**config.mk**
```make
export PLATFORM = sky130hd
export DESIGN_NAME = fp16_unpack
export DESIGN_NICKNAME = d
export VERILOG_FILES = /design/src/hw/fma_pkg.sv /design/src/hw/fp16_unpack.sv
export SDC_FILE = /design/constraint.sdc
export NUM_CORES = 1
export LEC_CHECK = 0
export BUFFER_PORTS_ARGS = -buffer_cell sky130_fd_sc_hd__buf_2
export CORE_MARGIN = 2
export CORE_UTILIZATION = 43
export DETAILED_ROUTE_END_ITERATION = 10
export GPL_TIMING_DRIVEN = 0
export MAX_ROUTING_LAYER = met4
export PLACE_DENSITY_LB_ADDON = 0.08
export SLEW_MARGIN = 40
export SYNTH_ARGS = -nofsm -noshare
export SYNTH_HDL_FRONTEND = slang
export SYNTH_SLANG_ARGS = --single-unit
export TNS_END_PERCENT = 100
```
**constraint.sdc**
```tcl
create_clock -name vclk -period 4.5
set_input_delay 0.45 -clock vclk [all_inputs]
set_output_delay 0.45 -clock vclk [all_outputs]
set_load 0.02 [all_outputs]
```
**src/hw/fma_pkg.sv**
```systemverilog
// shared widths, FP16 type, Booth digit encoding and unpack helpers for the FMA row
package fma_pkg;

    typedef logic [15:0] fp16_t;  // sign, 5-bit biased exponent, 10-bit fraction

    localparam int NUM_LANES = 16;
    localparam int MAN_W = 11;             // fraction plus hidden bit
    localparam int FRAC_W = MAN_W - 1;
    localparam int EXP_W = 6;              // signed true exponent
    localparam int FP16_BIAS = 15;
    localparam int EXP_MIN = 1 - FP16_BIAS;  // subnormals sit at -14

    // radix-8 Booth, 3 new bits per digit
    localparam int BOOTH_BITS = 3;
    localparam int NUM_MUL_ROWS = 4;
    localparam int MUL_ROW_W = 24;
    localparam int MULT3_W = MAN_W + 3;    // room for 4x and a sign bit
    localparam int PROD_W = 2 * MAN_W;

    // aligned sum keeps the product at its lsb and c up to NO_ADD_LIMIT above it
    localparam int ALIGN_W = 35;
    localparam int TOP_EXP_OFS = ALIGN_W - 1 - 2 * FRAC_W;  // weight of the sum msb
    localparam int NO_ADD_LIMIT = 13;

    typedef enum logic [3:0] {
        DIG_ZERO,
        DIG_P1,
        DIG_P2,
        DIG_P3,
        DIG_P4,
        DIG_M1,
        DIG_M2,
        DIG_M3,
        DIG_M4
    } booth_digit_e;

    // true exponent, subnormals and zero pinned to EXP_MIN
    function automatic logic signed [EXP_W-1:0] fp16_exp(input fp16_t v);
        return (v[14:10] == 5'd0) ? EXP_W'(EXP_MIN)
                                  : EXP_W'(int'(v[14:10]) - FP16_BIAS);
    endfunction

    // mantissa with the hidden bit restored
    function automatic logic [MAN_W-1:0] fp16_man(input fp16_t v);
        return {v[14:10] != 5'd0, v[9:0]};
    endfunction

endpackage

```
**src/hw/fp16_unpack.sv**
```systemverilog
// per-lane operand decode, gives product sign/exponent and the c alignment distance
`timescale 1ns/1ns

module fp16_unpack (
    input  logic sign_a,
    input  logic signed [fma_pkg::EXP_W-1:0] exp_a,    // a is decoded once for the row
    input  fma_pkg::fp16_t b,
    input  fma_pkg::fp16_t c,
    output logic sign_ab,
    output logic signed [fma_pkg::EXP_W-1:0] exp_ab,
    output logic sign_c,
    output logic signed [fma_pkg::EXP_W:0] exp_c_minus_ab,
    output logic [fma_pkg::MAN_W-1:0] man_b,
    output logic [fma_pkg::MAN_W-1:0] man_c
);

    logic sign_b;
    logic signed [fma_pkg::EXP_W-1:0] exp_b;
    logic signed [fma_pkg::EXP_W-1:0] exp_c;

    assign sign_b = b[15];
    assign sign_c = c[15];

    assign exp_b = fma_pkg::fp16_exp(b);
    assign exp_c = fma_pkg::fp16_exp(c);

    assign man_b = fma_pkg::fp16_man(b);
    assign man_c = fma_pkg::fp16_man(c);

    assign sign_ab = sign_a ^ sign_b;

    // range -28..30 fits, bias is put back after normalization
    assign exp_ab = exp_a + exp_b;

    // one extra bit, c at -14 against a product at +30 gives -44
    assign exp_c_minus_ab = exp_c - exp_ab;

endmodule

```
==> run_results.csv <==
group,metric,value,unit
logic_synthesis,netlist_area,846,um2
timing,rsz0062_at_grt,"no",
power_and_ir_drop,switching_share,0.584,
logic_synthesis,synth_area_per_cell,7.83,um2
setup_path,worstPathRequired,4.05,ns
finish,fin_cells,190,
finish,nNetsFinal,221,
logic_synthesis,synth_cell_types,29,
power_and_ir_drop,power_switching,177,uW
setup_path,path_class,"in2out",
drt,drtIter0Drc,6,
logic_synthesis,syn-num-nets,164,
timing,period_share,0.843,
grt,grt_pass1_wl,2.86,mm
grt,gr-total-overflow,0,
logic_synthesis,synth_seq_area_share,0,
grt,grt_max_degree,6,
power_and_ir_drop,ir_worst_vdd,0.120,mV
timing,worst_slew_pin_slew,0.422,ns
die,core_area,0.00190,mm2
status,status,"finished, final reports clean",
cts,post_cts_resized,0,
drt,ant_nets,0,
cts,ctsHoldBuffers,0,
timing,hold_viol,0,
cts,post_cts_buffers,0,
setup_path,crit_fanout,5,
power_and_ir_drop,p_comb_frac,1.000,
finish,seqCellArea,0,um2
grt,grt_pass1_vias,758,
worst_hold_path,holdCritPathClass,"in2out",
placed_design,place.gp.congestion,0.776,
die,fp-row-count,16,
power_and_ir_drop,pwr-share-seq,0,
setup_path,path_cells,"buf_2, inv_1, ha_1, nor4b_2, nor2_1, ha_1, inv_1, fa_1, fa_1, a21o_1, a21oi_1, nor2b_1, o31ai_1, buf_2",
timing,finalSetupViolations,0,
setup_path,critPathTopFamily,"adder cells",
timing,fin_tns_setup,0,ns
power_and_ir_drop,pwr-share-clk,0,
power_and_ir_drop,finalPower,303,uW
timing,setup_slack,0.707,ns
grt,grt_usage,0.145,
power_and_ir_drop,p_leak,0.000645,uW
logic_synthesis,syn_inst,108,
die,die-area,0.00234,mm2
setup_path,arrival,3.34,ns
power_and_ir_drop,powerDensity,262,mW/mm2
finish,nClkBuffers,0,
drt,wirelength,1.78,mm
job,cap_violations,0,
drt,first_pass_iters,4,
setup_path,end_kind,"output pin",
setup_path,crit_buf_inv,4,
finish,syn_to_final_growth,36.5,%
timing,slew_headroom,0.715,
drt,drcViolationCount,0,
setup_path,critPathMaxStageDelay,0.48,ns
timing,fmax,264,MHz
die,die_h,48.4,um
die,initial_core_util,0.445,
power_and_ir_drop,internal-power,126,uW
finish,drive_above_1_share,0.503,
finish,num_antenna_cells,0,
setup_path,critPathSlowestCell,"fa_1",
placed_design,io_buffers,55,
die,die_w,48.4,um
grt,antenna_found_initial,0,
drt,vias,880,
drt,viasPerCell,4.63,
timing,drv_slew,0,
placed_design,dp_cells,190,
placed_design,dpl.hpwl,1.68,mm
setup_path,worst_setup_path_start_kind,"primary input",
finish,seq_cells,0,
logic_synthesis,ys_warn_count,0,
drt,wire_per_inst,9.35,um
placed_design,pre_cts_ws,0.702,ns
die,io-pin-count,76,
timing,fin_crit,3.79,ns
-- metrics by stage --
step	util	hold WS [ns]	instance area [um2]
finish	0.607	1.12	1150
global route	0.607	1.12	1150
CTS	0.607	1.12	1150
detailed placement	0.607	1.12	1150
global placement	0.607	1.12	1150
floorplan	-	1.01	846
-- path summary, 6_finish.rpt --
check / from / endpoint / slack [ns] / cells past startpoint
setup / recovery: b[10] / exp_c_minus_ab[6] / 0.71 / 14
hold / removal: b[8] / man_b[8] / 1.12 / 2
-- cell families after synthesis --
family	count (synthesis)	synth area share
buf+inv	36	0.253
simple gates	22	0.148
compound gates	17	0.155
fa+ha+maj	17	0.269
xor+xnor	16	0.175
-- power by group through the flow --
stage | clock, uW | sequential [uW] | combinational [uW]
2_1_floorplan | 0 | 0 | 223
3_3_place_gp | 0 | 0 | 300
3_5_place_dp | 0 | 0 | 306
4_1_cts | 0 | 0 | 307
5_1_grt | 0 | 0 | 333
6_report | 0 | 0 | 303
-- metal layers --
metal,global-route usage,part of all wire,up-vias
li1,-,-,452
met1,0.143,0.38,400
met2,0.322,0.56,28
met3,0.00617,0.061,0
met4,0,0,0
met5,-,0,-
-- cell usage after synthesis, drive strengths merged --
library cell	number	share of area
nor2	5	0.022
nand2	2	0.0089
o31ai	1	0.0089
fa	2	0.047
o311ai	1	0.010
o21a	2	0.018
nand3	4	0.024
o21bai	1	0.0089
inv	15	0.067
a221oi	1	0.010
o21ai	2	0.012
a21oi	3	0.022
a211oi	1	0.0089
buf	21	0.19
nand2b	2	0.015
a41oi	2	0.030
or2	2	0.015
o211ai	1	0.0089
xor2	7	0.072
xnor2	9	0.10
nor2b	4	0.030
nor4b	2	0.028
a21o	2	0.018
nor3	1	0.0059
ha	15	0.22
-- cell usage in the layout (no fill, tap or decap) --
cell type | synthesis | routed
buf_2 | 0 | 55
buf_4 | 21 | 21
inv_1 | 15 | 15
ha_1 | 15 | 15
xnor2_1 | 8 | 8
xor2_1 | 7 | 7
nor2_1 | 5 | 5
nand3_1 | 4 | 4
nor2b_1 | 4 | 4
o21ai_0 | 2 | 2
or2_2 | 2 | 2
a21o_1 | 2 | 2
a21oi_1 | 2 | 2
o21a_1 | 2 | 2
nand2_1 | 2 | 2
nand2b_1 | 2 | 2
fa_1 | 2 | 2
a41oi_1 | 1 | 1
a211oi_1 | 1 | 1
o21bai_1 | 1 | 1
a21oi_2 | 1 | 1
a41oi_2 | 1 | 1
xnor2_2 | 1 | 1
nor4b_2 | 1 | 1
nor4b_1 | 1 | 1
nor3_1 | 1 | 1
o31ai_1 | 1 | 1
o211ai_1 | 1 | 1
a221oi_1 | 1 | 1
o311ai_1 | 1 | 1
-- area by class of cell --
class / instances / area, um2
multi-input combinational: 72 / 632
buffer: 21 / 158
fill: 184 / 747
inverter: 15 / 56.3
timing repair buffer: 55 / 275
tap: 27 / 33.8
(Power assumes the default switching activity.)
