File: config.mk
export PLATFORM = sky130hd
export DESIGN_NAME = lane_accumulate
export DESIGN_NICKNAME = d
export VERILOG_FILES = /design/src/hw/fma_pkg.sv /design/src/hw/lane_accumulate.sv
export SDC_FILE = /design/constraint.sdc
export NUM_CORES = 1
export LEC_CHECK = 0
export BUFFER_PORTS_ARGS = -buffer_cell sky130_fd_sc_hd__buf_4
export CAP_MARGIN = 20
export CORE_ASPECT_RATIO = 1.5
export CORE_MARGIN = 4
export CORE_UTILIZATION = 58
export DETAILED_ROUTE_END_ITERATION = 8
export PLACE_DENSITY = 0.95
export SLEW_MARGIN = 10
export SYNTH_ARGS = -nofsm -noshare
export SYNTH_HDL_FRONTEND = slang
export SYNTH_SLANG_ARGS = --single-unit
File: constraint.sdc
create_clock -name vclk -period 16.94
set_clock_uncertainty 0.05 [all_clocks]
set_input_delay 4.235 -clock vclk [all_inputs]
set_output_delay 4.235 -clock vclk [all_outputs]
set_load 0.02 [all_outputs]
File: src/hw/fma_pkg.sv
// shared widths, FP16 type, Booth digit encoding and unpack helpers for the FMA row
package fma_pkg;

    typedef logic [15:0] fp16_t;  // sign, 5-bit biased exponent, 10-bit fraction

    localparam int NUM_LANES = 16;
    localparam int MAN_W = 11;             // fraction plus hidden bit
    localparam int FRAC_W = MAN_W - 1;
    localparam int EXP_W = 6;              // signed true exponent
    localparam int FP16_BIAS = 15;
    localparam int EXP_MIN = 1 - FP16_BIAS;  // subnormals sit at -14

    // radix-8 Booth, 3 new bits per digit
    localparam int BOOTH_BITS = 3;
    localparam int NUM_MUL_ROWS = 4;
    localparam int MUL_ROW_W = 24;
    localparam int MULT3_W = MAN_W + 3;    // room for 4x and a sign bit
    localparam int PROD_W = 2 * MAN_W;

    // aligned sum keeps the product at its lsb and c up to NO_ADD_LIMIT above it
    localparam int ALIGN_W = 35;
    localparam int TOP_EXP_OFS = ALIGN_W - 1 - 2 * FRAC_W;  // weight of the sum msb
    localparam int NO_ADD_LIMIT = 13;

    typedef enum logic [3:0] {
        DIG_ZERO,
        DIG_P1,
        DIG_P2,
        DIG_P3,
        DIG_P4,
        DIG_M1,
        DIG_M2,
        DIG_M3,
        DIG_M4
    } booth_digit_e;

    // true exponent, subnormals and zero pinned to EXP_MIN
    function automatic logic signed [EXP_W-1:0] fp16_exp(input fp16_t v);
        return (v[14:10] == 5'd0) ? EXP_W'(EXP_MIN)
                                  : EXP_W'(int'(v[14:10]) - FP16_BIAS);
    endfunction

    // mantissa with the hidden bit restored
    function automatic logic [MAN_W-1:0] fp16_man(input fp16_t v);
        return {v[14:10] != 5'd0, v[9:0]};
    endfunction

endpackage

File: src/hw/lane_accumulate.sv
// reduces one lane's partial products and adds the aligned c mantissa, returns |sum| and sign
`timescale 1ns/1ns

module lane_accumulate (
    input  logic [fma_pkg::NUM_MUL_ROWS-1:0][fma_pkg::MUL_ROW_W-1:0] mul_rows,
    input  logic sign_ab,
    input  logic sign_c,
    input  logic signed [fma_pkg::EXP_W:0] exp_c_minus_ab,
    input  logic [fma_pkg::MAN_W-1:0] man_c,
    output logic [fma_pkg::ALIGN_W-1:0] sum_mag,
    output logic sum_neg   // result sign relative to sign_ab
);

    logic [fma_pkg::MUL_ROW_W-1:0] s1;
    logic [fma_pkg::MUL_ROW_W-1:0] maj1;
    logic [fma_pkg::MUL_ROW_W-1:0] c1;
    logic [fma_pkg::MUL_ROW_W-1:0] s2;
    logic [fma_pkg::MUL_ROW_W-1:0] maj2;
    logic [fma_pkg::MUL_ROW_W-1:0] c2;
    logic [fma_pkg::PROD_W-1:0] prod;

    logic no_add;
    logic right_shift;
    logic eff_sub;
    logic raw_neg;
    logic zero_sum;
    logic [fma_pkg::EXP_W:0] shift_amt;
    logic [fma_pkg::ALIGN_W-1:0] c_ext;
    logic [fma_pkg::ALIGN_W-1:0] c_aligned;
    logic [fma_pkg::ALIGN_W-1:0] addend;
    logic [fma_pkg::ALIGN_W-1:0] prod_ext;
    logic [fma_pkg::ALIGN_W-1:0] sum_raw;

    // first 3:2 level on rows 0..2
    assign s1 = mul_rows[0] ^ mul_rows[1] ^ mul_rows[2];
    assign maj1 = (mul_rows[0] & mul_rows[1]) | (mul_rows[1] & mul_rows[2])
                | (mul_rows[0] & mul_rows[2]);
    assign c1 = {maj1[fma_pkg::MUL_ROW_W-2:0], 1'b0};

    // second level folds in row 3
    assign s2 = s1 ^ c1 ^ mul_rows[3];
    assign maj2 = (s1 & c1) | (c1 & mul_rows[3]) | (s1 & mul_rows[3]);
    assign c2 = {maj2[fma_pkg::MUL_ROW_W-2:0], 1'b0};

    // true product is below 2^22, upper row bits only carry sign-extension junk
    assign prod = s2[fma_pkg::PROD_W-1:0] + c2[fma_pkg::PROD_W-1:0];

    // c sits with FRAC_W zeros below it so both share the product's lsb weight
    assign c_ext = {{(fma_pkg::ALIGN_W - fma_pkg::MAN_W - fma_pkg::FRAC_W){1'b0}},
                    man_c,
                    {fma_pkg::FRAC_W{1'b0}}};

    assign right_shift = exp_c_minus_ab[fma_pkg::EXP_W];
    assign shift_amt = right_shift ? -exp_c_minus_ab : exp_c_minus_ab;
    assign c_aligned = right_shift ? (c_ext >> shift_amt) : (c_ext << shift_amt);

    assign no_add = exp_c_minus_ab > fma_pkg::NO_ADD_LIMIT;  // product too small to matter

    // subtract as invert plus carry-in
    assign eff_sub = sign_c ^ sign_ab;
    assign addend = eff_sub ? ~c_aligned : c_aligned;
    assign prod_ext = {{(fma_pkg::ALIGN_W - fma_pkg::PROD_W){1'b0}}, prod};
    assign sum_raw = addend + prod_ext + {{(fma_pkg::ALIGN_W - 1){1'b0}}, eff_sub};

    assign raw_neg = sum_raw[fma_pkg::ALIGN_W-1];
    assign zero_sum = (sum_raw == '0);
    assign sum_mag = raw_neg ? -sum_raw : sum_raw;

    // bypass takes c's own sign, an exact zero is -0 only when both terms are negative
    always_comb begin
        if (no_add) begin
            sum_neg = sign_c ^ sign_ab;
        end else if (zero_sum) begin
            sum_neg = sign_ab & ~sign_c;
        end else begin
            sum_neg = raw_neg;
        end
    end

endmodule

==> metrics.yaml <==
place:
  place_ws_ps: 690.9
  place_congestion: 0.9404
  placed_cells: 1155
  io_buffer_count: 144
  dp_hpwl_um: 17670
synthesis:
  syn_area_um2: 6798
  ys_types: 92
  synth_area_leaders: "fa_1 13%, xnor2_1 9.8%, ha_1 8.5%"
  synth_common_cells: "88 x nand2_1, 84 x nor2_1, 76 x xnor2_1, 60 x a21oi_1, 46 x ha_1"
  yosysMostFrequentCell: "nand2_1"
  synth_top_area_cell: "fa_1"
  synth_area_per_cell_um2: 7.578
  netlist_instances: 897
  ys_warn_count: 0
  ys_seq_area_share_pct: 0
  netlist.area_leader.share_pct: 12.66
  syn-num-nets: 1102
worst_setup_path:
  crit_path_start_kind: "primary input"
  critical_path.max_stage_delay_ps: 760
  endpoint_kind: "output port"
  worst-setup-path-type: "in -> out"
  path_max_fanout: 9
  arrival_ps: 12100
  cpMaxStageDelayCell: "a2111oi_0"
  required_ps: 12660
timing:
  slew_viol_final: 0
  min_period_ps: 16380
  fmax_ghz: 0.06103
  setup_ws_ps: 555.1
  worstMarginPinSlew_ps: 808.0
  relSlewSlack_pct: 45.90
  hold_viol: 0
  rsz0062_at_grt: "false"
  hold-worst-slack_ps: 9021
  finalSetupTns_ps: 0
  post-route-period-util_pct: 96.72
  setup_viol: 0
grt:
  globalRouteMet3Util_pct: 2.136
  busiest_layer: "met2"
  grt_start_max_net_pins: 31
  antenna_found_initial: 0
  overflow: 0
  grt_usage_pct: 30.11
  grt_pass1_vias: 7365
  grt_pass1_wl_um: 33530
  grt_use_met2_pct: 58.76
  met1_usage_pct: 30.44
detailed_routing:
  avgViaCountPerCell: 6.339
  routed_wl_um: 20690
  vias: 7321
  dr.pass1.iters: 5
  drc: 0
  drtIter0Drc: 353
  post_drt_wl_per_cell_um: 17.91
  postRouteAntennaNets: 0
layout:
  seq_cell_count: 0
  finalNetCount: 1212
  num_antenna_cells: 0
  regArea_um2: 0
  drive_above_1_share_pct: 20.00
  final_cells: 1155
  clockBufferCount: 0
  area_growth_pct: 16.23
floorplanning:
  initial_core_util_pct: 59.26
  die_y_um: 140.6
  fp.dieW_um: 96.40
  coreArea_um2: 11470
  rows: 48
  die_area_um2: 13550
  design.portCount: 152
min_path:
  worstHoldPathCells: 4
  min_path_type: "in -> out"
clocking:
  post-cts-setup-buffers: 0
  post_cts_resize_count: 0
  cts_hold_buf: 0
power_and_ir_drop:
  irDropWorstVdd_v: 0.0001882
  p_per_area_nw_per_um2: 207.3
  leakagePower_nw: 3.336
flow_run:
  drv_cap: 0
status:
  outcome: "finished, final reports clean"
==> cells by family (layout without fill, tap and decap cells) <==
kind of cell             after synthesis  after routing  share of synthesized area, %
adder cells (fa/ha/maj)               89             89                         21.13
multiplexers                          54             54                         8.522
XOR/XNOR                             114            114                         15.41
AND/OR/NAND/NOR                      333            333                         25.03
buffers and inverters                 67            175                         4.638
AO/OA/AOI/OAI                        240            240                         25.27
==> critical path: cells and delay by family <==
family,cells,cell delay (ps)
compound gates,10,2920
xor+xnor,3,980
buf+inv,3,350
mux,1,220
simple gates,8,1260
fa+ha+maj,5,2100
==> area by class of cell <==
| type | count | area [um^2] |
|---|---|---|
| multi-input combinational | 830 | 6490 |
| fill | 986 | 3570 |
| timing repair buffer | 151 | 1134 |
| tap | 150 | 187.7 |
| inverter | 24 | 90.09 |
==> through the flow <==
step                      total power [W]  area (um^2)  utilization, %
after floorplan                  0.001150         6798               -
after global placement           0.001585         7901           68.88
after detailed placement         0.001616         7901           68.88
after CTS                        0.001621         7901           68.88
after global routing             0.001772         7901           68.88
final                            0.001638         7901           68.88
==> per-layer routing <==
metal / share of wire [%] / vias to the layer above
met2: 55 / 332
met4: 5.9 / 0
li1: - / 3511
met3: 4.8 / 93
met1: 34 / 3385
met5: 0 / -
==> layout by cell type, fill, tap and decap left out, types with 4 or more instances in the layout <==
master,instances
and3_1,11
or3_1,11
inv_1,23
o21ai_0,35
nor2b_1,8
o31ai_4,4
nand3_1,31
o22ai_1,9
nor2_1,84
o211ai_1,12
o21a_1,16
xnor2_1,76
or4_1,4
fa_1,43
or2_2,7
a21oi_1,60
nand2b_1,11
and2_1,8
xor2_1,32
nand2_1,88
a41oi_1,4
ha_1,46
mux2i_1,44
a31oi_1,20
o41ai_1,5
a211o_1,5
a211oi_1,8
nor4_1,6
o31ai_1,6
buf_4,151
mux2_2,7
nor3_1,30
nand4_1,12
a21o_1,10
==> worst paths after layout <==
kind | from | endpoint
max | mul_rows[1] | sum_mag[12]
min | mul_rows[72] | sum_mag[0]
==> power by group <==
part / switching, W / internal (W) / total (W)
Combinational: 0.000998 / 0.000640 / 0.00164
Sequential: 0 / 0 / 0
Clock: 0 / 0 / 0
Total: 0.000998 / 0.000640 / 0.00164
No activity file was read; power rests on OpenSTA's default activity.
