--- config.mk ---
export PLATFORM = sky130hd
export DESIGN_NAME = booth_multiples
export DESIGN_NICKNAME = d
export VERILOG_FILES = /design/src/hw/fma_pkg.sv /design/src/hw/booth_multiples.sv
export SDC_FILE = /design/constraint.sdc
export NUM_CORES = 1
export LEC_CHECK = 0
export ABC_AREA = 1
export BUFFER_PORTS_ARGS = -buffer_cell sky130_fd_sc_hd__buf_2
export CORE_ASPECT_RATIO = 0.75
export CORE_MARGIN = 1
export CORE_UTILIZATION = 36
export DETAILED_ROUTE_END_ITERATION = 8
export PLACE_DENSITY = 0.81
export RECOVER_POWER = 100
export SLEW_MARGIN = 0
export SYNTH_ARGS = -nofsm -noshare
export SYNTH_HDL_FRONTEND = slang
export SYNTH_SLANG_ARGS = --single-unit
export TNS_END_PERCENT = 1
--- constraint.sdc ---
create_clock -name vclk -period 2.7
set_input_delay 0.81 -clock vclk [all_inputs]
set_output_delay 0.81 -clock vclk [all_outputs]
set_load 0.05 [all_outputs]
--- src/hw/fma_pkg.sv ---
// shared widths, FP16 type, Booth digit encoding and unpack helpers for the FMA row
package fma_pkg;

    typedef logic [15:0] fp16_t;  // sign, 5-bit biased exponent, 10-bit fraction

    localparam int NUM_LANES = 16;
    localparam int MAN_W = 11;             // fraction plus hidden bit
    localparam int FRAC_W = MAN_W - 1;
    localparam int EXP_W = 6;              // signed true exponent
    localparam int FP16_BIAS = 15;
    localparam int EXP_MIN = 1 - FP16_BIAS;  // subnormals sit at -14

    // radix-8 Booth, 3 new bits per digit
    localparam int BOOTH_BITS = 3;
    localparam int NUM_MUL_ROWS = 4;
    localparam int MUL_ROW_W = 24;
    localparam int MULT3_W = MAN_W + 3;    // room for 4x and a sign bit
    localparam int PROD_W = 2 * MAN_W;

    // aligned sum keeps the product at its lsb and c up to NO_ADD_LIMIT above it
    localparam int ALIGN_W = 35;
    localparam int TOP_EXP_OFS = ALIGN_W - 1 - 2 * FRAC_W;  // weight of the sum msb
    localparam int NO_ADD_LIMIT = 13;

    typedef enum logic [3:0] {
        DIG_ZERO,
        DIG_P1,
        DIG_P2,
        DIG_P3,
        DIG_P4,
        DIG_M1,
        DIG_M2,
        DIG_M3,
        DIG_M4
    } booth_digit_e;

    // true exponent, subnormals and zero pinned to EXP_MIN
    function automatic logic signed [EXP_W-1:0] fp16_exp(input fp16_t v);
        return (v[14:10] == 5'd0) ? EXP_W'(EXP_MIN)
                                  : EXP_W'(int'(v[14:10]) - FP16_BIAS);
    endfunction

    // mantissa with the hidden bit restored
    function automatic logic [MAN_W-1:0] fp16_man(input fp16_t v);
        return {v[14:10] != 5'd0, v[9:0]};
    endfunction

endpackage

--- src/hw/booth_multiples.sv ---
// builds the shared multiples of a's mantissa used by every lane's Booth selector
`timescale 1ns/1ns

module booth_multiples (
    input  logic [fma_pkg::MAN_W-1:0] man_a,
    output logic [fma_pkg::MULT3_W-1:0] mul1,
    output logic [fma_pkg::MULT3_W-1:0] mul2,
    output logic [fma_pkg::MULT3_W-1:0] mul3,
    output logic [fma_pkg::MULT3_W-1:0] mul4,
    output logic [fma_pkg::MULT3_W-1:0] neg1,
    output logic [fma_pkg::MULT3_W-1:0] neg2,
    output logic [fma_pkg::MULT3_W-1:0] neg3,
    output logic [fma_pkg::MULT3_W-1:0] neg4
);

    assign mul1 = {{(fma_pkg::MULT3_W - fma_pkg::MAN_W){1'b0}}, man_a};
    assign mul2 = {{(fma_pkg::MULT3_W - fma_pkg::MAN_W - 1){1'b0}}, man_a, 1'b0};
    assign mul4 = {{(fma_pkg::MULT3_W - fma_pkg::MAN_W - 2){1'b0}}, man_a, 2'b00};
    assign mul3 = mul1 + mul2;  // the hard multiple

    // one's complement only, the +1 rides into the next partial-product row
    assign neg1 = ~mul1;
    assign neg2 = ~mul2;
    assign neg3 = ~mul3;
    assign neg4 = ~mul4;

endmodule

==> summary.md, run 1 <==
| Metric | Value |
|---|---|
| Hold-fix buffers, CTS | 0 |
| Pre-antenna DRT Iters | 4 |
| Die width | ~74 microns |
| Worst hold path type | input port to output port |
| Clock share of power | 0% |
| Mean Syn Cell Area | 6.145 sq um |
| Max Clk Rate | 330.0 MHz |
| Largest family of logic cells by synthesized area | buffers and inverters |
| Place WS | -493.4 ps |
| Area after DPL | approximately 0.0017 sq mm |
| # IOs | 123 |
| Iter 0 DRT Violations | 20 |
| Final setup viols | 20 |
| Setup CP Type | input port to output port |
| XOR/XNOR share of the synthesized area | between 1.5 and 2% |
| Nets@finish | approximately 330 |
| PD cells | 481.4 mW/mm^2 |
| Slowest CP cell | fa_2 |
| Layout cell share with drive strength beyond 1 | 38.00% |
| Slew @ Worst Pin | between 600 and 700 ps |
| I/O Buffers | ~100 |
| Final period util | 112.2% |
| Vias in the first global route | 1179 |
| Library cells used by synthesis | 18 |
| Comb power frac | 100.0% |
| Worst-path cell chain | buf_8 > ha_4 > inv_2 > fa_2 > inv_2 > nand3_2 > nand3_4 > nand2_2 > nand2_2 > nand2_2 > nand2_4 > clkinvlp_4 > buf_8 |
| Mux cell area share after synthesis | 0% |
| Largest net degree at the start of global routing | 9 |
| Crit path top cell by count | nand2_2 |
| Hold_ws | between 2000 and 2500 ps |
| Max_slew headroom | approximately 60% |
| Post-Route WL | 3347 microns |
| Post-route setup slack | -330.5 ps |
| Critical Path End Type | output port |
| Core Area | around 0.0037 sq mm |
| Area fraction in compound gates after synthesis | about 3.7% |
| Simple logic cell fraction of the synthesized area | between 20 and 30% |
| Number of max-cap violations | 0 |
| Final Critical Period | about 3000 ps |
| Power Total | 0.0009462 W |
| Register area share after synthesis | 0% |
| Commonest non-fill, non-tap cell in the layout | clkbuf_1 |
| Failing checks | setup timing |
| Slowest Stage Delay on Critical Path | around 400 ps |
| WP data required | 1890 ps |
| Net load switching power | roughly 0.00068 W |
| Area delta synth->final | 42.17% |
| Synth Cell Area | ~0.0014 sq mm |
| Final HPWL DP | ~2600 microns |
| GRT Residual Overflow | 0 |
| Static leakage | between 1 and 1.5 nW |
| Antenna viol nets, final | 0 |
| Die ar. | 0.004095 sq mm |
| Maximum vdd drop | 0.2281 mV |
| Setup TNS | -4379 ps |
| Crit-path leading delay family | adder cells |
| Register share of total power | 0% |
| Critical path peak fanout | 3 |
| GRT Util Overall | between 10% and 20% |
| Design internal power | 0.0002650 W |
| Detailed-route via count | approximately 1400 |
| Final-layout clock buffer total | 0 |
| Worst Path Buf+Inv | 5 |
| Die height | between 50 and 60 microns |
| GPL Wtd Cong | 0.8102 |
| Final Hold Vio Count | 0 |
| Via/cell ratio | roughly 4 |
| Sequential cell area | 0 sq um |
| Slew Viols, Final | 0 |
| DR WL/cell | roughly 9.5 microns |
| First-pass GRT wire length | a little under 5000 microns |
| Most frequent cells in the layout | clkbuf_1 (70), nand2_1 (45), buf_4 (34), inv_1 (30), conb_1 (20) |
| Initial core utilization | between 30% and 40% |
| Yosys warning count | 0 |
| CP Data Arrival Time | approximately 2200 ps |
| Status | finished with violations |
| Gate Count Post-Synth | around 230 |
| Post-Synth Adder-Cell Area | 12.31% |
| Initial antenna violation count | 0 |
| DR DRC count | 0 |
| Row count | 19 |
| Inserted Diodes | 0 |
| Sw frac | 71.99% |
| RSZ-0062 raised after global routing | true |
| Post-route cell area | 0.001966 sq mm |
| CP Launch Type | input port |
| Seq cells | 0 |
==> layout make-up <==
type | count | area (sq um)
fill | 393 | 1695
tap | 52 | 65.06
inverter | 39 | 157.7
timing repair buffer | 134 | 807.0
multi-input combinational | 127 | 935.9
==> cells by family after synthesis <==
kind of cell / Yosys count
fa+ha+maj: 13
compound gates: 6
xor+xnor: 3
other cells: 2
simple gates: 85
buf+inv: 116
==> power by group through the flow <==
stage | registers [W] | clock network, W | logic [W]
floorplan | 0 | 0 | 0.000732
global placement | 0 | 0 | 0.000824
detailed placement | 0 | 0 | 0.000832
CTS | 0 | 0 | 0.000933
global route | 0 | 0 | 0.000994
finish | 0 | 0 | 0.000946
==> synth_stat cells (all sizes together) <==
library cell  number  area share [%]
a21o               1            0.54
a21oi              5             3.2
buf               77              42
conb               2            0.54
fa                 1             1.4
ha                12              11
inv               39              11
nand2             57              16
nand3             15             7.6
nand4              4             1.8
nor2               9             3.3
xnor2              1            0.63
xor2               2             1.3
==> timing repair <==
| action | in CTS | in global routing |
|---|---|---|
| resized for setup | 53 | 16 |
| pin swaps | 2 | 4 |
| endpoints found under the setup margin | 22 | 22 |
| buffers inserted | 2 | 2 |
==> stage by stage <==
step / utilization (%) / std cells
floorplan: - / 243
global placement: 47.06 / 348
detailed placement: 47.06 / 348
CTS: 53.42 / 350
global route: 53.69 / 352
finish: 53.69 / 352
==> metal layers <==
layer	wire length [microns]	part of all wire, %	GRT usage, %	vias to the layer above
met5	0	0	0	-
met2	1706	51	26.08	63
met1	1397	42	19.25	639
li1	-	-	-	729
met3	211	6.3	0.5435	4
met4	31	0.93	2.747	0
==> worst paths after layout <==
check / start / end / cells after the start
min: man_a[6] / mul4[8] / 2
max: man_a[1] / neg3[7] / 13
No activity file was read; power rests on OpenSTA's default activity.
==> inputs of run 2 (changes only) <==
--- a/config.mk
+++ b/config.mk
@@ -8,7 +8,6 @@
 export ABC_AREA = 1
 export BUFFER_PORTS_ARGS = -buffer_cell sky130_fd_sc_hd__buf_2
 export CORE_ASPECT_RATIO = 0.75
-export CORE_MARGIN = 1
 export CORE_UTILIZATION = 36
 export DETAILED_ROUTE_END_ITERATION = 8
 export PLACE_DENSITY = 0.81
==> constraint.sdc (replaced) <==
create_clock -name vclk -period 2.5
set_input_delay 0.75 -clock vclk [all_inputs]
set_output_delay 0.75 -clock vclk [all_outputs]
set_load 0.05 [all_outputs]
==> run 2 against run 1 <==
Net effect: the flow still finishes with violations (setup timing); wire length is 0.12% lower; die area stayed put; setup slack worse by 80 ps; non-clock buffer count stayed put; utilization is 0.38 points higher; combinational power is 9% higher; global-route usage is 0.075 points higher; sequential share of layout area stayed put; design area is 0.70% higher; critical endpoint unchanged; largest power group unchanged.
==> summary.md, run 2 (synthesis results as in run 1) <==
| Metric | Value |
|---|---|
| Status | finished with violations |
| Failing checks | setup timing |
| Area after DPL | 0.001723 sq mm (unchanged) |
| Die height | 55.67 microns (unchanged) |
| Place WS | -573.4 ps (-80.00 ps) |
| Inserted Diodes | 0 (unchanged) |
| CP Launch Type | input port |
| Number of max-cap violations | 0 (unchanged) |
| DR WL/cell | 9.497 microns (-0.12%) |
| DR DRC count | 0 (unchanged) |
| Slowest CP cell | fa_2 |
| Crit-path leading delay family | adder cells |
| Worst Path Buf+Inv | 5 (unchanged) |
| RSZ-0062 raised after global routing | true |
| Hold Crit Depth | 2 (unchanged) |
| WP data required | 1750 ps (-140 ps) |
| Iter 0 DRT Violations | 26 (+30%) |
| Post-route cell area | 0.001979 sq mm (+0.70%) |
| CP Data Arrival Time | 2160 ps (-60 ps) |
| Maximum vdd drop | 0.2494 mV (+9.3%) |
| Slew @ Worst Pin | 623.7 ps (+0.2946 ps) |
| Via/cell ratio | 4.080 (about the same) |
| Final-layout clock buffer total | 0 (unchanged) |
| Most frequent cells in the layout | clkbuf_1 (65), nand2_1 (45), buf_4 (32), inv_1 (29), buf_6 (21) |
| Critical Path End Type | output port |
| PD cells | 519.3 mW/mm^2 (+7.9%) |
| First-pass GRT wire length | 5002 microns (+0.56%) |
| Initial core utilization | 37.76% (unchanged) |
| Max_slew headroom | 58.60% (about the same) |
| Setup CP Type | input port to output port |
| Largest net degree at the start of global routing | 9 (unchanged) |
| Die ar. | 0.004095 sq mm (unchanged) |
| GRT Util Overall | 14.61% (+0.075 points) |
| Static leakage | 1.047 nW (+1.6%) |
| Worst-path cell chain | buf_8 > ha_4 > inv_2 > fa_2 > inv_2 > nand3_2 > nand3_4 > nand2_2 > nand2_2 > nand2_2 > nand2_4 > clkinvlp_4 > buf_8 |
| Hold Startpoint | man_a[6] |
| Antenna viol nets, final | 0 (unchanged) |
| Final Hold Vio Count | 0 (unchanged) |
| Power Total | 0.001028 W (+8.6%) |
| Seq cells | 0 (unchanged) |
| Row count | 19 (unchanged) |
| Sequential cell area | 0 sq um (unchanged) |
| Slowest Stage Delay on Critical Path | 400 ps (about the same) |
| Detailed-route via count | 1436 (+0.070%) |
| Worst hold path type | input port to output port |
| Crit path top cell by count | nand2_2 |
| Slew Viols, Final | 0 (unchanged) |
| Post-route setup slack | -410.3 ps (-79.83 ps) |
| Nets@finish | 326 (unchanged) |
| GRT Residual Overflow | 0 (unchanged) |
| Die width | 73.56 microns (unchanged) |
| Layout cell share with drive strength beyond 1 | 40.00% (+2.0 points) |
| Setup TNS | -6018 ps (-1639 ps) |
| Area delta synth->final | 43.17% |
| Commonest non-fill, non-tap cell in the layout | clkbuf_1 |
| Hold endpoint | mul4[8] |
| Post-Route WL | 3343 microns (-0.12%) |
| Final Critical Period | roughly 2900 ps |
| Critical path peak fanout | 3 (unchanged) |
| Pre-antenna DRT Iters | 4 (unchanged) |
| Final setup viols | 21 (+5.0%) |
| Vias in the first global route | 1185 (+0.51%) |
| Initial antenna violation count | 0 (unchanged) |
| Final period util | 116.4% |
| I/O Buffers | 103 (unchanged) |
| Final HPWL DP | 2578 microns (unchanged) |
| Max Clk Rate | about 340 MHz |
| GPL Wtd Cong | 0.8102 (unchanged) |
| Core Area | 0.003661 sq mm (unchanged) |
| # IOs | 123 (unchanged) |
==> run 2: cell counts in the layout (fill, tap and decap cells not counted) <==
Identical to the previous run, type by type.
==> run 2: area by class of cell <==
type                            instances  area, sq um
Inverter                               39        157.7
Fill cell                             389         1682
Timing Repair Buffer                  134        820.8
Tap cell                               52        65.06
Multi-Input combinational cell        127        935.9
==> run 2: power by group <==
part	switching [W]	internal (W)
Combinational	0.000737	0.000291
Clock	0	0
Sequential	0	0
Total	0.000737	0.000291
==> run 2: how the worst max path moves through the flow <==
stage                  start      end  slack [ps]  cells after the start
detailed placement  man_a[0]  neg3[7]        -570                     12
CTS                 man_a[1]  neg3[7]        -410                     13
global placement    man_a[0]  neg3[7]        -540                     12
global route        man_a[1]  neg3[7]        -500                     13
floorplan           man_a[1]  neg3[5]        -740                      7
finish              man_a[1]  neg3[7]        -410                     13
==> run 2: repair_timing <==
action / CTS / global route
pin swaps: 2 / 4
setup buffers: 2 / 2
endpoints found under the setup margin: 22 / 22
hold buffers: 0 / 0
resized for setup: 55 / 17
==> run 2: metal layers <==
layer / global-route usage (%) / wire, microns / vias to the layer above
li1: - / - / 729
met1: 19.36 / 1383 / 638
met2: 26.21 / 1706 / 65
met3: 0.5435 / 222 / 4
met4: 2.747 / 31 / 0
met5: 0 / 0 / -
==> run 2: through the flow <==
step           hold slack, ps  util [%]  instances
5_1_grt                  1982     54.07        352
2_1_floorplan            1667         -        243
3_5_place_dp             1848     47.06        348
6_report                 1961     54.07        352
4_1_cts                  1863     53.62        350
3_3_place_gp             1846     47.06        348
