<file path="src/hw/fma_pkg.sv">
// shared widths, FP16 type, Booth digit encoding and unpack helpers for the FMA row
package fma_pkg;

    typedef logic [15:0] fp16_t;  // sign, 5-bit biased exponent, 10-bit fraction

    localparam int NUM_LANES = 16;
    localparam int MAN_W = 11;             // fraction plus hidden bit
    localparam int FRAC_W = MAN_W - 1;
    localparam int EXP_W = 6;              // signed true exponent
    localparam int FP16_BIAS = 15;
    localparam int EXP_MIN = 1 - FP16_BIAS;  // subnormals sit at -14

    // radix-8 Booth, 3 new bits per digit
    localparam int BOOTH_BITS = 3;
    localparam int NUM_MUL_ROWS = 4;
    localparam int MUL_ROW_W = 24;
    localparam int MULT3_W = MAN_W + 3;    // room for 4x and a sign bit
    localparam int PROD_W = 2 * MAN_W;

    // aligned sum keeps the product at its lsb and c up to NO_ADD_LIMIT above it
    localparam int ALIGN_W = 35;
    localparam int TOP_EXP_OFS = ALIGN_W - 1 - 2 * FRAC_W;  // weight of the sum msb
    localparam int NO_ADD_LIMIT = 13;

    typedef enum logic [3:0] {
        DIG_ZERO,
        DIG_P1,
        DIG_P2,
        DIG_P3,
        DIG_P4,
        DIG_M1,
        DIG_M2,
        DIG_M3,
        DIG_M4
    } booth_digit_e;

    // true exponent, subnormals and zero pinned to EXP_MIN
    function automatic logic signed [EXP_W-1:0] fp16_exp(input fp16_t v);
        return (v[14:10] == 5'd0) ? EXP_W'(EXP_MIN)
                                  : EXP_W'(int'(v[14:10]) - FP16_BIAS);
    endfunction

    // mantissa with the hidden bit restored
    function automatic logic [MAN_W-1:0] fp16_man(input fp16_t v);
        return {v[14:10] != 5'd0, v[9:0]};
    endfunction

endpackage

</file>
<file path="src/hw/booth_row_select.sv">
// radix-8 Booth recode of one lane's b mantissa into four shifted partial-product rows
`timescale 1ns/1ns

module booth_row_select (
    input  logic [fma_pkg::MAN_W-1:0] man_b,
    input  logic [fma_pkg::MULT3_W-1:0] mul1,
    input  logic [fma_pkg::MULT3_W-1:0] mul2,
    input  logic [fma_pkg::MULT3_W-1:0] mul3,
    input  logic [fma_pkg::MULT3_W-1:0] mul4,
    input  logic [fma_pkg::MULT3_W-1:0] neg1,
    input  logic [fma_pkg::MULT3_W-1:0] neg2,
    input  logic [fma_pkg::MULT3_W-1:0] neg3,
    input  logic [fma_pkg::MULT3_W-1:0] neg4,
    output logic [fma_pkg::NUM_MUL_ROWS-1:0][fma_pkg::MUL_ROW_W-1:0] mul_rows
);

    logic [fma_pkg::MAN_W+1:0] b_ext;  // implied 0 below lsb and above msb
    fma_pkg::booth_digit_e digit [fma_pkg::NUM_MUL_ROWS];
    logic [fma_pkg::MULT3_W-1:0] pick [fma_pkg::NUM_MUL_ROWS];
    logic [fma_pkg::NUM_MUL_ROWS-1:0] row_neg;

    // window is {b[3i+2], b[3i+1], b[3i], b[3i-1]}
    function automatic fma_pkg::booth_digit_e booth_decode(input logic [3:0] win);
        case (win)
            4'b0001, 4'b0010: return fma_pkg::DIG_P1;
            4'b0011, 4'b0100: return fma_pkg::DIG_P2;
            4'b0101, 4'b0110: return fma_pkg::DIG_P3;
            4'b0111:          return fma_pkg::DIG_P4;
            4'b1000:          return fma_pkg::DIG_M4;
            4'b1001, 4'b1010: return fma_pkg::DIG_M3;
            4'b1011, 4'b1100: return fma_pkg::DIG_M2;
            4'b1101, 4'b1110: return fma_pkg::DIG_M1;
            default:          return fma_pkg::DIG_ZERO;  // 0000 and 1111
        endcase
    endfunction

    assign b_ext = {1'b0, man_b, 1'b0};

    always_comb begin
        for (int i = 0; i < fma_pkg::NUM_MUL_ROWS; i++) begin
            digit[i] = booth_decode(b_ext[fma_pkg::BOOTH_BITS*i +: fma_pkg::BOOTH_BITS+1]);
            row_neg[i] = digit[i] inside {fma_pkg::DIG_M1, fma_pkg::DIG_M2,
                                          fma_pkg::DIG_M3, fma_pkg::DIG_M4};
            case (digit[i])
                fma_pkg::DIG_P1: pick[i] = mul1;
                fma_pkg::DIG_P2: pick[i] = mul2;
                fma_pkg::DIG_P3: pick[i] = mul3;
                fma_pkg::DIG_P4: pick[i] = mul4;
                fma_pkg::DIG_M1: pick[i] = neg1;
                fma_pkg::DIG_M2: pick[i] = neg2;
                fma_pkg::DIG_M3: pick[i] = neg3;
                fma_pkg::DIG_M4: pick[i] = neg4;
                default:         pick[i] = '0;
            endcase
            // sign extend, then move to the digit's weight
            mul_rows[i] = {{(fma_pkg::MUL_ROW_W - fma_pkg::MULT3_W){row_neg[i]}}, pick[i]}
                          << (fma_pkg::BOOTH_BITS * i);
        end

        // the +1 of a negative row lands in the free low bits of the row above
        for (int i = 1; i < fma_pkg::NUM_MUL_ROWS; i++) begin
            mul_rows[i][fma_pkg::BOOTH_BITS*(i-1)] = row_neg[i-1];
        end
    end

    // top window has a 0 msb, so the last row is never negative

endmodule

</file>
<file path="config.mk">
export PLATFORM = sky130hd
export DESIGN_NAME = booth_row_select
export DESIGN_NICKNAME = d
export VERILOG_FILES = /design/src/hw/fma_pkg.sv /design/src/hw/booth_row_select.sv
export SDC_FILE = /design/constraint.sdc
export NUM_CORES = 1
export LEC_CHECK = 0
export BUFFER_PORTS_ARGS = -buffer_cell sky130_fd_sc_hd__buf_2
export CAP_MARGIN = 5
export CORE_ASPECT_RATIO = 0.5
export CORE_MARGIN = 3
export CORE_UTILIZATION = 40
export DETAILED_ROUTE_END_ITERATION = 8
export PLACE_DENSITY = 0.71
export SETUP_SLACK_MARGIN = 0.4
export SLEW_MARGIN = 5
export SYNTH_ARGS = -nofsm -noshare
export SYNTH_HDL_FRONTEND = slang
export SYNTH_SLANG_ARGS = --single-unit
</file>
<file path="constraint.sdc">
create_clock -name vclk -period 4.62
set_clock_uncertainty 0.2 [all_clocks]
set_input_delay 0.462 -clock vclk [all_inputs]
set_output_delay 0.462 -clock vclk [all_outputs]
set_load 0.02 [all_outputs]
</file>
==> flow_summary.json, run 1 <==
{
  "outcome": "completed",
  "gr-usage-all-layers": 0.330,
  "die_width_um": 154,
  "finish.utilization": 0.511,
  "critPathLaunch": "man_b[5]",
  "area.growth.synth_to_final_pct": 22.3,
  "nClkBuffers": 0,
  "yosys.area_share.adder": 0.0345,
  "final_area_um2": 5320,
  "netlist_top_cells_area": "a222oi_1 (9.4%), nand3_1 (9.4%), buf_4 (6.7%)",
  "initial_core_utilization": 0.418,
  "drt_iter0_drc": 1441,
  "synth_top_family_by_area": "compound AO/OA/AOI/OAI gates",
  "crit_path_top_delay_cell": "a41o_1",
  "placementRows": 26,
  "number_of_buffer_cells_added_on_primary_ports": 204,
  "timing.setup.tns_ns": 0,
  "core_area_um2": 10400,
  "min-delay-path-class": "in2out",
  "clock_power_share": 0,
  "worst-slew-pin-transition_ns": 0.978,
  "critPathArrivalTime_ns": 3.25,
  "critical_path_cell_count": 9,
  "fmaxAchievable_ghz": 0.255,
  "insertedDiodeCount": 0,
  "final.period_utilization": 0.848,
  "fp.dieH_um": 79.8,
  "holdCritStartpoint": "mul2[5]",
  "pin_count_of_the_biggest_net_entering_global_routing": 39,
  "setup_crit_start_kind": "input pin",
  "route.detailed.wl_per_inst_um": 23.5,
  "detailed_place.area_um2": 5320,
  "synth_area_per_cell_um2": 6.72,
  "holdPathStages": 3,
  "timing.critical_path.max_delay_family": "buffers and inverters",
  "power.internal_mw": 0.300,
  "synth_compound_area_frac": 0.404,
  "seq_cells": 0,
  "slowest_delay_ns": 0.78,
  "avgViaCountPerCell": 6.85,
  "gr-total-overflow": 0,
  "power.static_leakage_nw": 2.42,
  "grt_setup_unrepaired": "no",
  "synth_top_cell_by_area": "a222oi_1",
  "seq_power_share": 0,
  "io_pins": 219,
  "drt-pass1-iter-count": 8,
  "placement.setup.worst_slack_ns": 0.799,
  "drtAntennaViolNets": 0,
  "synth_cells": 648,
  "register_area_um2": 0,
  "synthesis.area_um2": 4350,
  "place.detailed.hpwl_um": 14900,
  "layout_setup_ws_ns": 0.704,
  "timing.critical_path.buf_inv": 5,
  "post_synth_num_cell_types": 58,
  "power_density_nw_per_um2": 160,
  "power_frac_comb": 1.000,
  "report.final.slew_viol_count": 0,
  "largest_fanout_on_the_critical_path": 20,
  "layout.nets": 935,
  "post_cts_setup_repair_bufs": 0,
  "synthMostInstantiatedCell": "nand3_1",
  "slew_headroom": 0.345,
  "die_area_um2": 12200,
  "final_hold_violating_endpoints": 0,
  "cells_traversed_along_the_worst_timing_path": "buf_2 -> inv_1 -> ha_1 -> buf_4 -> inv_1 -> a41o_1 -> nand2_1 -> nand4bb_1 -> buf_2",
  "holdBufCountCts": 0,
  "cts_resized": 0,
  "worst_setup_path_end_kind": "primary output",
  "ir_drop_uv": 85.1,
  "synth.mux.area_fraction": 0.109,
  "p_sw_mw": 0.553,
  "critical_path_required_ns": 3.96,
  "sw_frac_of_total": 0.648,
  "grt_antenna_before_repair": 0,
  "finalCriticalPeriod_ns": 3.92,
  "synthXorXnorAreaFrac": 0.00201,
  "critPathKind": "in2out",
  "route.final.wire_length_um": 22100,
  "gp_routability_congestion": 0.951,
  "max_capacitance_violation_count": 0,
  "ys_seq_area_frac": 0,
  "synthTopCellsByCount": "nand3_1 (82), nand2_1 (77), o21ai_0 (44)",
  "setup_viol": 0,
  "drive_gt1_frac": 0.360,
  "yosys.area_share.simple": 0.309,
  "vias_in_the_first_global_route": 6024,
  "hold-worst-slack_ns": 1.12,
  "remaining_drc_errors": 0,
  "post-synth-top-area-fraction": 0.0943,
  "detailroute.via_count": 6425,
  "grt_pass1_wl_um": 33000,
  "synth.yosys.warnings": 0
}
cell families after synthesis:
logic type / after synthesis
AO/OA/AOI/OAI: 230
XOR/XNOR: 1
adder cells (fa/ha/maj): 12
buffers and inverters: 114
multiplexers: 36
other: 1
AND/OR/NAND/NOR: 254
per-stage QoR:
step	std cells	power (mW)
final	938	0.853
after global routing	938	0.902
after CTS	938	0.829
after detailed placement	938	0.828
after global placement	938	0.821
after floorplan	662	0.546
cells in the final DEF (no fill, tap or decap), drive strengths merged, types with 15 or more instances in the layout:
master / instances
a221o: 15
a31oi: 16
a21oi: 32
mux2: 27
a22oi: 43
nor2b: 29
nand3: 82
conb: 15
buf: 232
nand2: 77
a222oi: 41
o21ai: 45
inv: 18
area by class of cell:
class,instances,area [um2]
multi-input cells,548,3850
repair buffers,232,1230
inverters,18,67.6
well taps,140,175
fillers,1067,5090
worst paths after layout:
kind / end / slack (ns)
hold / removal: mul_rows[86] / 1.12
setup / recovery: mul_rows[55] / 0.70
layer usage:
metal | vias up | GRT usage | wire length [um]
li1 | 2807 | - | -
met1 | 2932 | 0.446 | 8310
met2 | 587 | 0.508 | 9190
met3 | 99 | 0.0807 | 3730
met4 | 0 | 0.128 | 828
met5 | - | 0 | 0
power groups by stage:
stage | clock network, mW | logic [mW] | registers (mW)
2_1_floorplan | 0 | 0.546 | 0
3_3_place_gp | 0 | 0.821 | 0
3_5_place_dp | 0 | 0.828 | 0
4_1_cts | 0 | 0.829 | 0
5_1_grt | 0 | 0.902 | 0
6_report | 0 | 0.853 | 0
Power figures use the tool's default switching activity.
==> run 2, diff against run 1 <==
Settings changed: ABC_AREA from default to 1, PLACE_DENSITY 0.71 to 0.69.
Clock period 4.62 ns to 3.9 ns, I/O delays scaled along.
==> run 2 against run 1 <==
  * Largest cell class unchanged
  * Wire length grew 13%
  * First-iteration DRC count fell by 15%
  * Sequential cell count stayed put
  * Synthesized cell count is 52% higher
  * Highest routed layer unchanged
==> flow_summary.json, run 2 <==
{
  "final_common_cell": "nand2_1",
  "critPathKind": "in2out",
  "power_density_nw_per_um2": 191,
  "synth_top_cell_by_area": "nand2_1",
  "layout_common_cells": "nand2_1 (294), buf_2 (204), nand3_1 (157)",
  "grt_pass1_wl_um": 38900,
  "drt_iter0_drc": 1222,
  "slowest_delay_ns": 0.67,
  "power_frac_comb": 1.000,
  "max_capacitance_violation_count": 0,
  "register_area_um2": 0,
  "finalCriticalPeriod_ns": 3.15,
  "drive_gt1_frac": 0.233,
  "grt_setup_unrepaired": "no",
  "layout.nets": 1256,
  "drtAntennaViolNets": 0,
  "final_hold_violating_endpoints": 0,
  "critPathLaunch": "man_b[2]",
  "largest_fanout_on_the_critical_path": 30,
  "holdCritStartpoint": "mul1[8]",
  "remaining_drc_errors": 0,
  "fmaxAchievable_ghz": 0.317,
  "placement.setup.worst_slack_ns": 0.817,
  "sw_frac_of_total": 0.724,
  "initial_core_utilization": 0.427,
  "p_sw_mw": 0.784,
  "netlist_top_cells_area": "nand2_1 (23%), nand4_1 (19%), nand3_1 (16%)",
  "synthesis.area_um2": 4870,
  "post-layout-total-power_mw": 1.08,
  "critPathArrivalTime_ns": 2.56,
  "critical_path_required_ns": 3.31,
  "final.period_utilization": 0.809,
  "timing.critical_path.max_delay_family": "simple AND/OR/NAND/NOR gates",
  "avgViaCountPerCell": 6.16,
  "ys_seq_area_frac": 0,
  "report.final.slew_viol_count": 0,
  "place.detailed.hpwl_um": 18700,
  "power.static_leakage_nw": 3.38,
  "synthMostInstantiatedCell": "nand2_1",
  "synth_cells": 983,
  "synthTopCellsByCount": "nand2_1 (294), nand3_1 (157), nand4_1 (147)",
  "fp.dieH_um": 84.0,
  "fill_cell_instance_count_of_the_final_layout": 1363,
  "number_of_buffer_cells_added_on_primary_ports": 204,
  "clock_power_share": 0,
  "synth_area_per_cell_um2": 4.96,
  "cts_resized": 0,
  "timing.critical_path.buf_inv": 4,
  "seq_power_share": 0,
  "die_width_um": 162,
  "multi_input_combinational_cell_area_um2": 3970,
  "hold-worst-slack_ns": 0.964,
  "worst_setup_path_end_kind": "primary output",
  "vias_in_the_first_global_route": 7198,
  "layout_setup_ws_ns": 0.746,
  "detailroute.via_count": 7877,
  "slew_headroom": 0.384,
  "die_area_um2": 13600,
  "nClkBuffers": 0,
  "min-delay-path-class": "in2out",
  "area.growth.synth_to_final_pct": 16.3,
  "outcome": "completed",
  "grt_antenna_before_repair": 0,
  "worst-slew-pin-transition_ns": 0.923,
  "seq_cells": 0,
  "post_synth_num_cell_types": 28,
  "finish.utilization": 0.496,
  "setup_crit_start_kind": "input pin",
  "holdBufCountCts": 0,
  "post-synth-top-area-fraction": 0.227,
  "gr-usage-all-layers": 0.348,
  "route.final.wire_length_um": 25000,
  "post_cts_setup_repair_bufs": 0,
  "core_area_um2": 11400,
  "route.detailed.wl_per_inst_um": 19.6,
  "gr-total-overflow": 0,
  "placementRows": 27,
  "io_pins": 219,
  "pin_count_of_the_biggest_net_entering_global_routing": 46,
  "timing.setup.tns_ns": 0,
  "insertedDiodeCount": 0,
  "ir_drop_uv": 122,
  "power.internal_mw": 0.298,
  "drt-pass1-iter-count": 6,
  "gp_routability_congestion": 1.01,
  "synth.yosys.warnings": 0,
  "crit_path_top_delay_cell": "nor2_2",
  "setup_viol": 0,
  "cells_traversed_along_the_worst_timing_path": "buf_2 -> inv_1 -> ha_1 -> buf_4 -> nor2_2 -> nand3_1 -> nand2_1 -> nor2_1 -> nand2_1 -> buf_2"
}
run 2: changes by cell type after synthesis, sizes merged, moves of 19 or more:
| cell | delta |
|---|---|
| o22ai | +19 |
| nor2b | -29 |
| mux2 | -27 |
| nand2 | +223 |
| a222oi | -41 |
| nand4 | +145 |
| inv | +53 |
| a21oi | -26 |
| nand3 | +77 |
| buf | +27 |
| nor2 | +96 |
| a22oi | -37 |
run 2: power by group through the flow:
stage / sequential, mW / clock [mW] / combinational, mW
CTS: 0 / 0 / 1.05
global route: 0 / 0 / 1.16
detailed placement: 0 / 0 / 1.05
global placement: 0 / 0 / 1.04
floorplan: 0 / 0 / 0.702
finish: 0 / 0 / 1.08
run 2: final timing paths:
check	to	cells after the start
worst min-delay path	mul_rows[89]	4
worst max-delay path	mul_rows[37]	10
run 2: logic make-up (layout without fill, tap and decap cells):
logic type | after synthesis | in the layout | synth area share
AO/OA/AOI/OAI | 69 | 69 | 0.0801
other | 1 | 15 | 0.000770
AND/OR/NAND/NOR | 720 | 720 | 0.692
buffers and inverters | 181 | 303 | 0.196
adder cells (fa/ha/maj) | 12 | 12 | 0.0308
run 2: layout make-up:
cell class / count / share of cell area
multi-input combinational: 816 / 0.701
timing repair buffer: 231 / 0.216
inverter: 72 / 0.0477
tap: 159 / 0.0351
run 2: metrics by stage:
| stage | area, um2 | std cells |
|---|---|---|
| 2_1_floorplan | 4920 | 997 |
| 3_3_place_gp | 5660 | 1278 |
| 3_5_place_dp | 5660 | 1278 |
| 4_1_cts | 5660 | 1278 |
| 5_1_grt | 5660 | 1278 |
| 6_report | 5660 | 1278 |
run 2: routing by layer:
layer | vias up | track usage | share of wire
met3 | 132 | 0.0491 | 0.14
met1 | 3480 | 0.463 | 0.37
li1 | 3595 | - | -
met4 | 0 | 0.160 | 0.055
met5 | - | 0 | 0
met2 | 670 | 0.555 | 0.44
run 2: worst min-delay path, stage by stage:
cell     delay (ns)
buf_2          0.11
a21oi_1        0.06
nand2_1        0.05
buf_2          0.16
==> run 3, diff against run 2 <==
Settings changed: PLACE_DENSITY 0.69 to 0.71.
Clock period 3.9 ns to 2.9 ns, I/O delays scaled along.
==> run 3 against run 2 <==
  * Die area unchanged
  * Via count up 4.6%
  * Count of clock-buffer cells in the layout unchanged
  * Global-route usage down 0.22 points
  * Core utilization up 6.0 points
  * Worst hold slack worse by 0.20 ns
  * Combinational power up 53%
==> flow_summary.json, run 3 (same netlist as run 2, synthesis figures left out) <==
{
  "layout_common_cells": "nand2_1 (290), buf_2 (198), nand3_1 (152)",
  "max_capacitance_violation_count": 0,
  "avgViaCountPerCell": 6.27,
  "drive_gt1_frac": 0.283,
  "multi_input_combinational_cell_area_um2": 4120,
  "fill_cell_instance_count_of_the_final_layout": 1222,
  "core_area_um2": 11400,
  "seq_cells": 0,
  "remaining_drc_errors": 0,
  "report.final.slew_viol_count": 0,
  "setup_viol": 0,
  "vias_in_the_first_global_route": 7221,
  "fp.dieH_um": 84.0,
  "route.detailed.wl_per_inst_um": 20.4,
  "placementRows": 27,
  "final.period_utilization": 0.850,
  "layout.nets": 1292,
  "gp_routability_congestion": 0.997,
  "power_density_nw_per_um2": 260,
  "fin_cells": 1314,
  "initial_core_utilization": 0.427,
  "gr-usage-all-layers": 0.346,
  "worst_setup_path_end_kind": "primary output",
  "fmaxAchievable_ghz": 0.406,
  "ir_drop_uv": 179,
  "largest_fanout_on_the_critical_path": 9,
  "setup_crit_start_kind": "input pin",
  "critical_path_required_ns": 2.41,
  "hold-worst-slack_ns": 0.761,
  "area.growth.synth_to_final_pct": 30.4,
  "gr-total-overflow": 0,
  "die_area_um2": 13600,
  "place.detailed.hpwl_um": 19200,
  "route.final.wire_length_um": 26800,
  "final_common_cell": "nand2_1",
  "drtAntennaViolNets": 0,
  "final_hold_violating_endpoints": 0,
  "min-delay-path-class": "in2out",
  "outcome": "completed",
  "detailroute.via_count": 8240,
  "io_pins": 219,
  "insertedDiodeCount": 0,
  "drt-pass1-iter-count": 9,
  "register_area_um2": 0,
  "die_width_um": 162,
  "critPathKind": "in2out",
  "grt_antenna_before_repair": 1,
  "grt_pass1_wl_um": 38800,
  "critPathArrivalTime_ns": 1.98,
  "finalCriticalPeriod_ns": 2.47,
  "pin_count_of_the_biggest_net_entering_global_routing": 58,
  "numPlacedInstances": 1292,
  "drt_iter0_drc": 1374,
  "number_of_buffer_cells_added_on_primary_ports": 204,
  "nClkBuffers": 0,
  "grt_setup_unrepaired": "yes",
  "power.static_leakage_nw": 3.66,
  "timing.setup.tns_ns": 0
}
-- run 3: repair_timing --
item                                    4_1_cts  5_1_grt
pin swaps                                     2        5
endpoints found under the setup margin       27       72
gates resized for setup                      26       64
gates cloned                                  1        7
buffers inserted                              4       10
hold buffers                                  0        0
-- run 3: critical path, cell delays in order --
cell	delay [ns]
buf_2	0.19
ha_1	0.21
nand2_1	0.10
inv_1	0.11
nor2_2	0.08
buf_4	0.19
nand3_1	0.08
nand2_1	0.06
a21oi_1	0.23
nand4_1	0.21
buf_2	0.22
-- run 3: worst paths after layout --
path	start	depth (start not counted)	endpoint
max	man_b[8]	11	mul_rows[91]
min	mul1[11]	4	mul_rows[92]
-- run 3: layout make-up --
cell class,instances,area share
Inverter,72,0.0459
Timing Repair Buffer,266,0.273
Multi-Input combinational cell,816,0.649
Timing Repair inverter,1,0.000788
Tap cell,159,0.0313
-- run 3: power by group --
| group | switching (mW) | internal [mW] | total, mW |
|---|---|---|---|
| combinational | 1.13 | 0.521 | 1.65 |
| clock | 0 | 0 | 0 |
| sequential | 0 | 0 | 0 |
| total | 1.13 | 0.521 | 1.65 |
-- run 3: metrics by stage --
step	cell area, um2	setup slack (ns)	total power [mW]	utilization
finish	6350	0.434	1.65	0.556
floorplan	4930	0.526	0.944	-
CTS	5990	0.402	1.50	0.525
detailed placement	5850	0.105	1.46	0.512
global route	6350	0.293	1.74	0.556
global placement	5850	0.159	1.45	0.512
-- run 3: metal layers --
metal | vias to the layer above | global-route usage | wire (um)
li1 | 3680 | - | -
met1 | 3736 | 0.456 | 10000
met2 | 684 | 0.582 | 11700
met3 | 138 | 0.0441 | 3720
met4 | 2 | 0.114 | 1310
met5 | - | 0 | 13
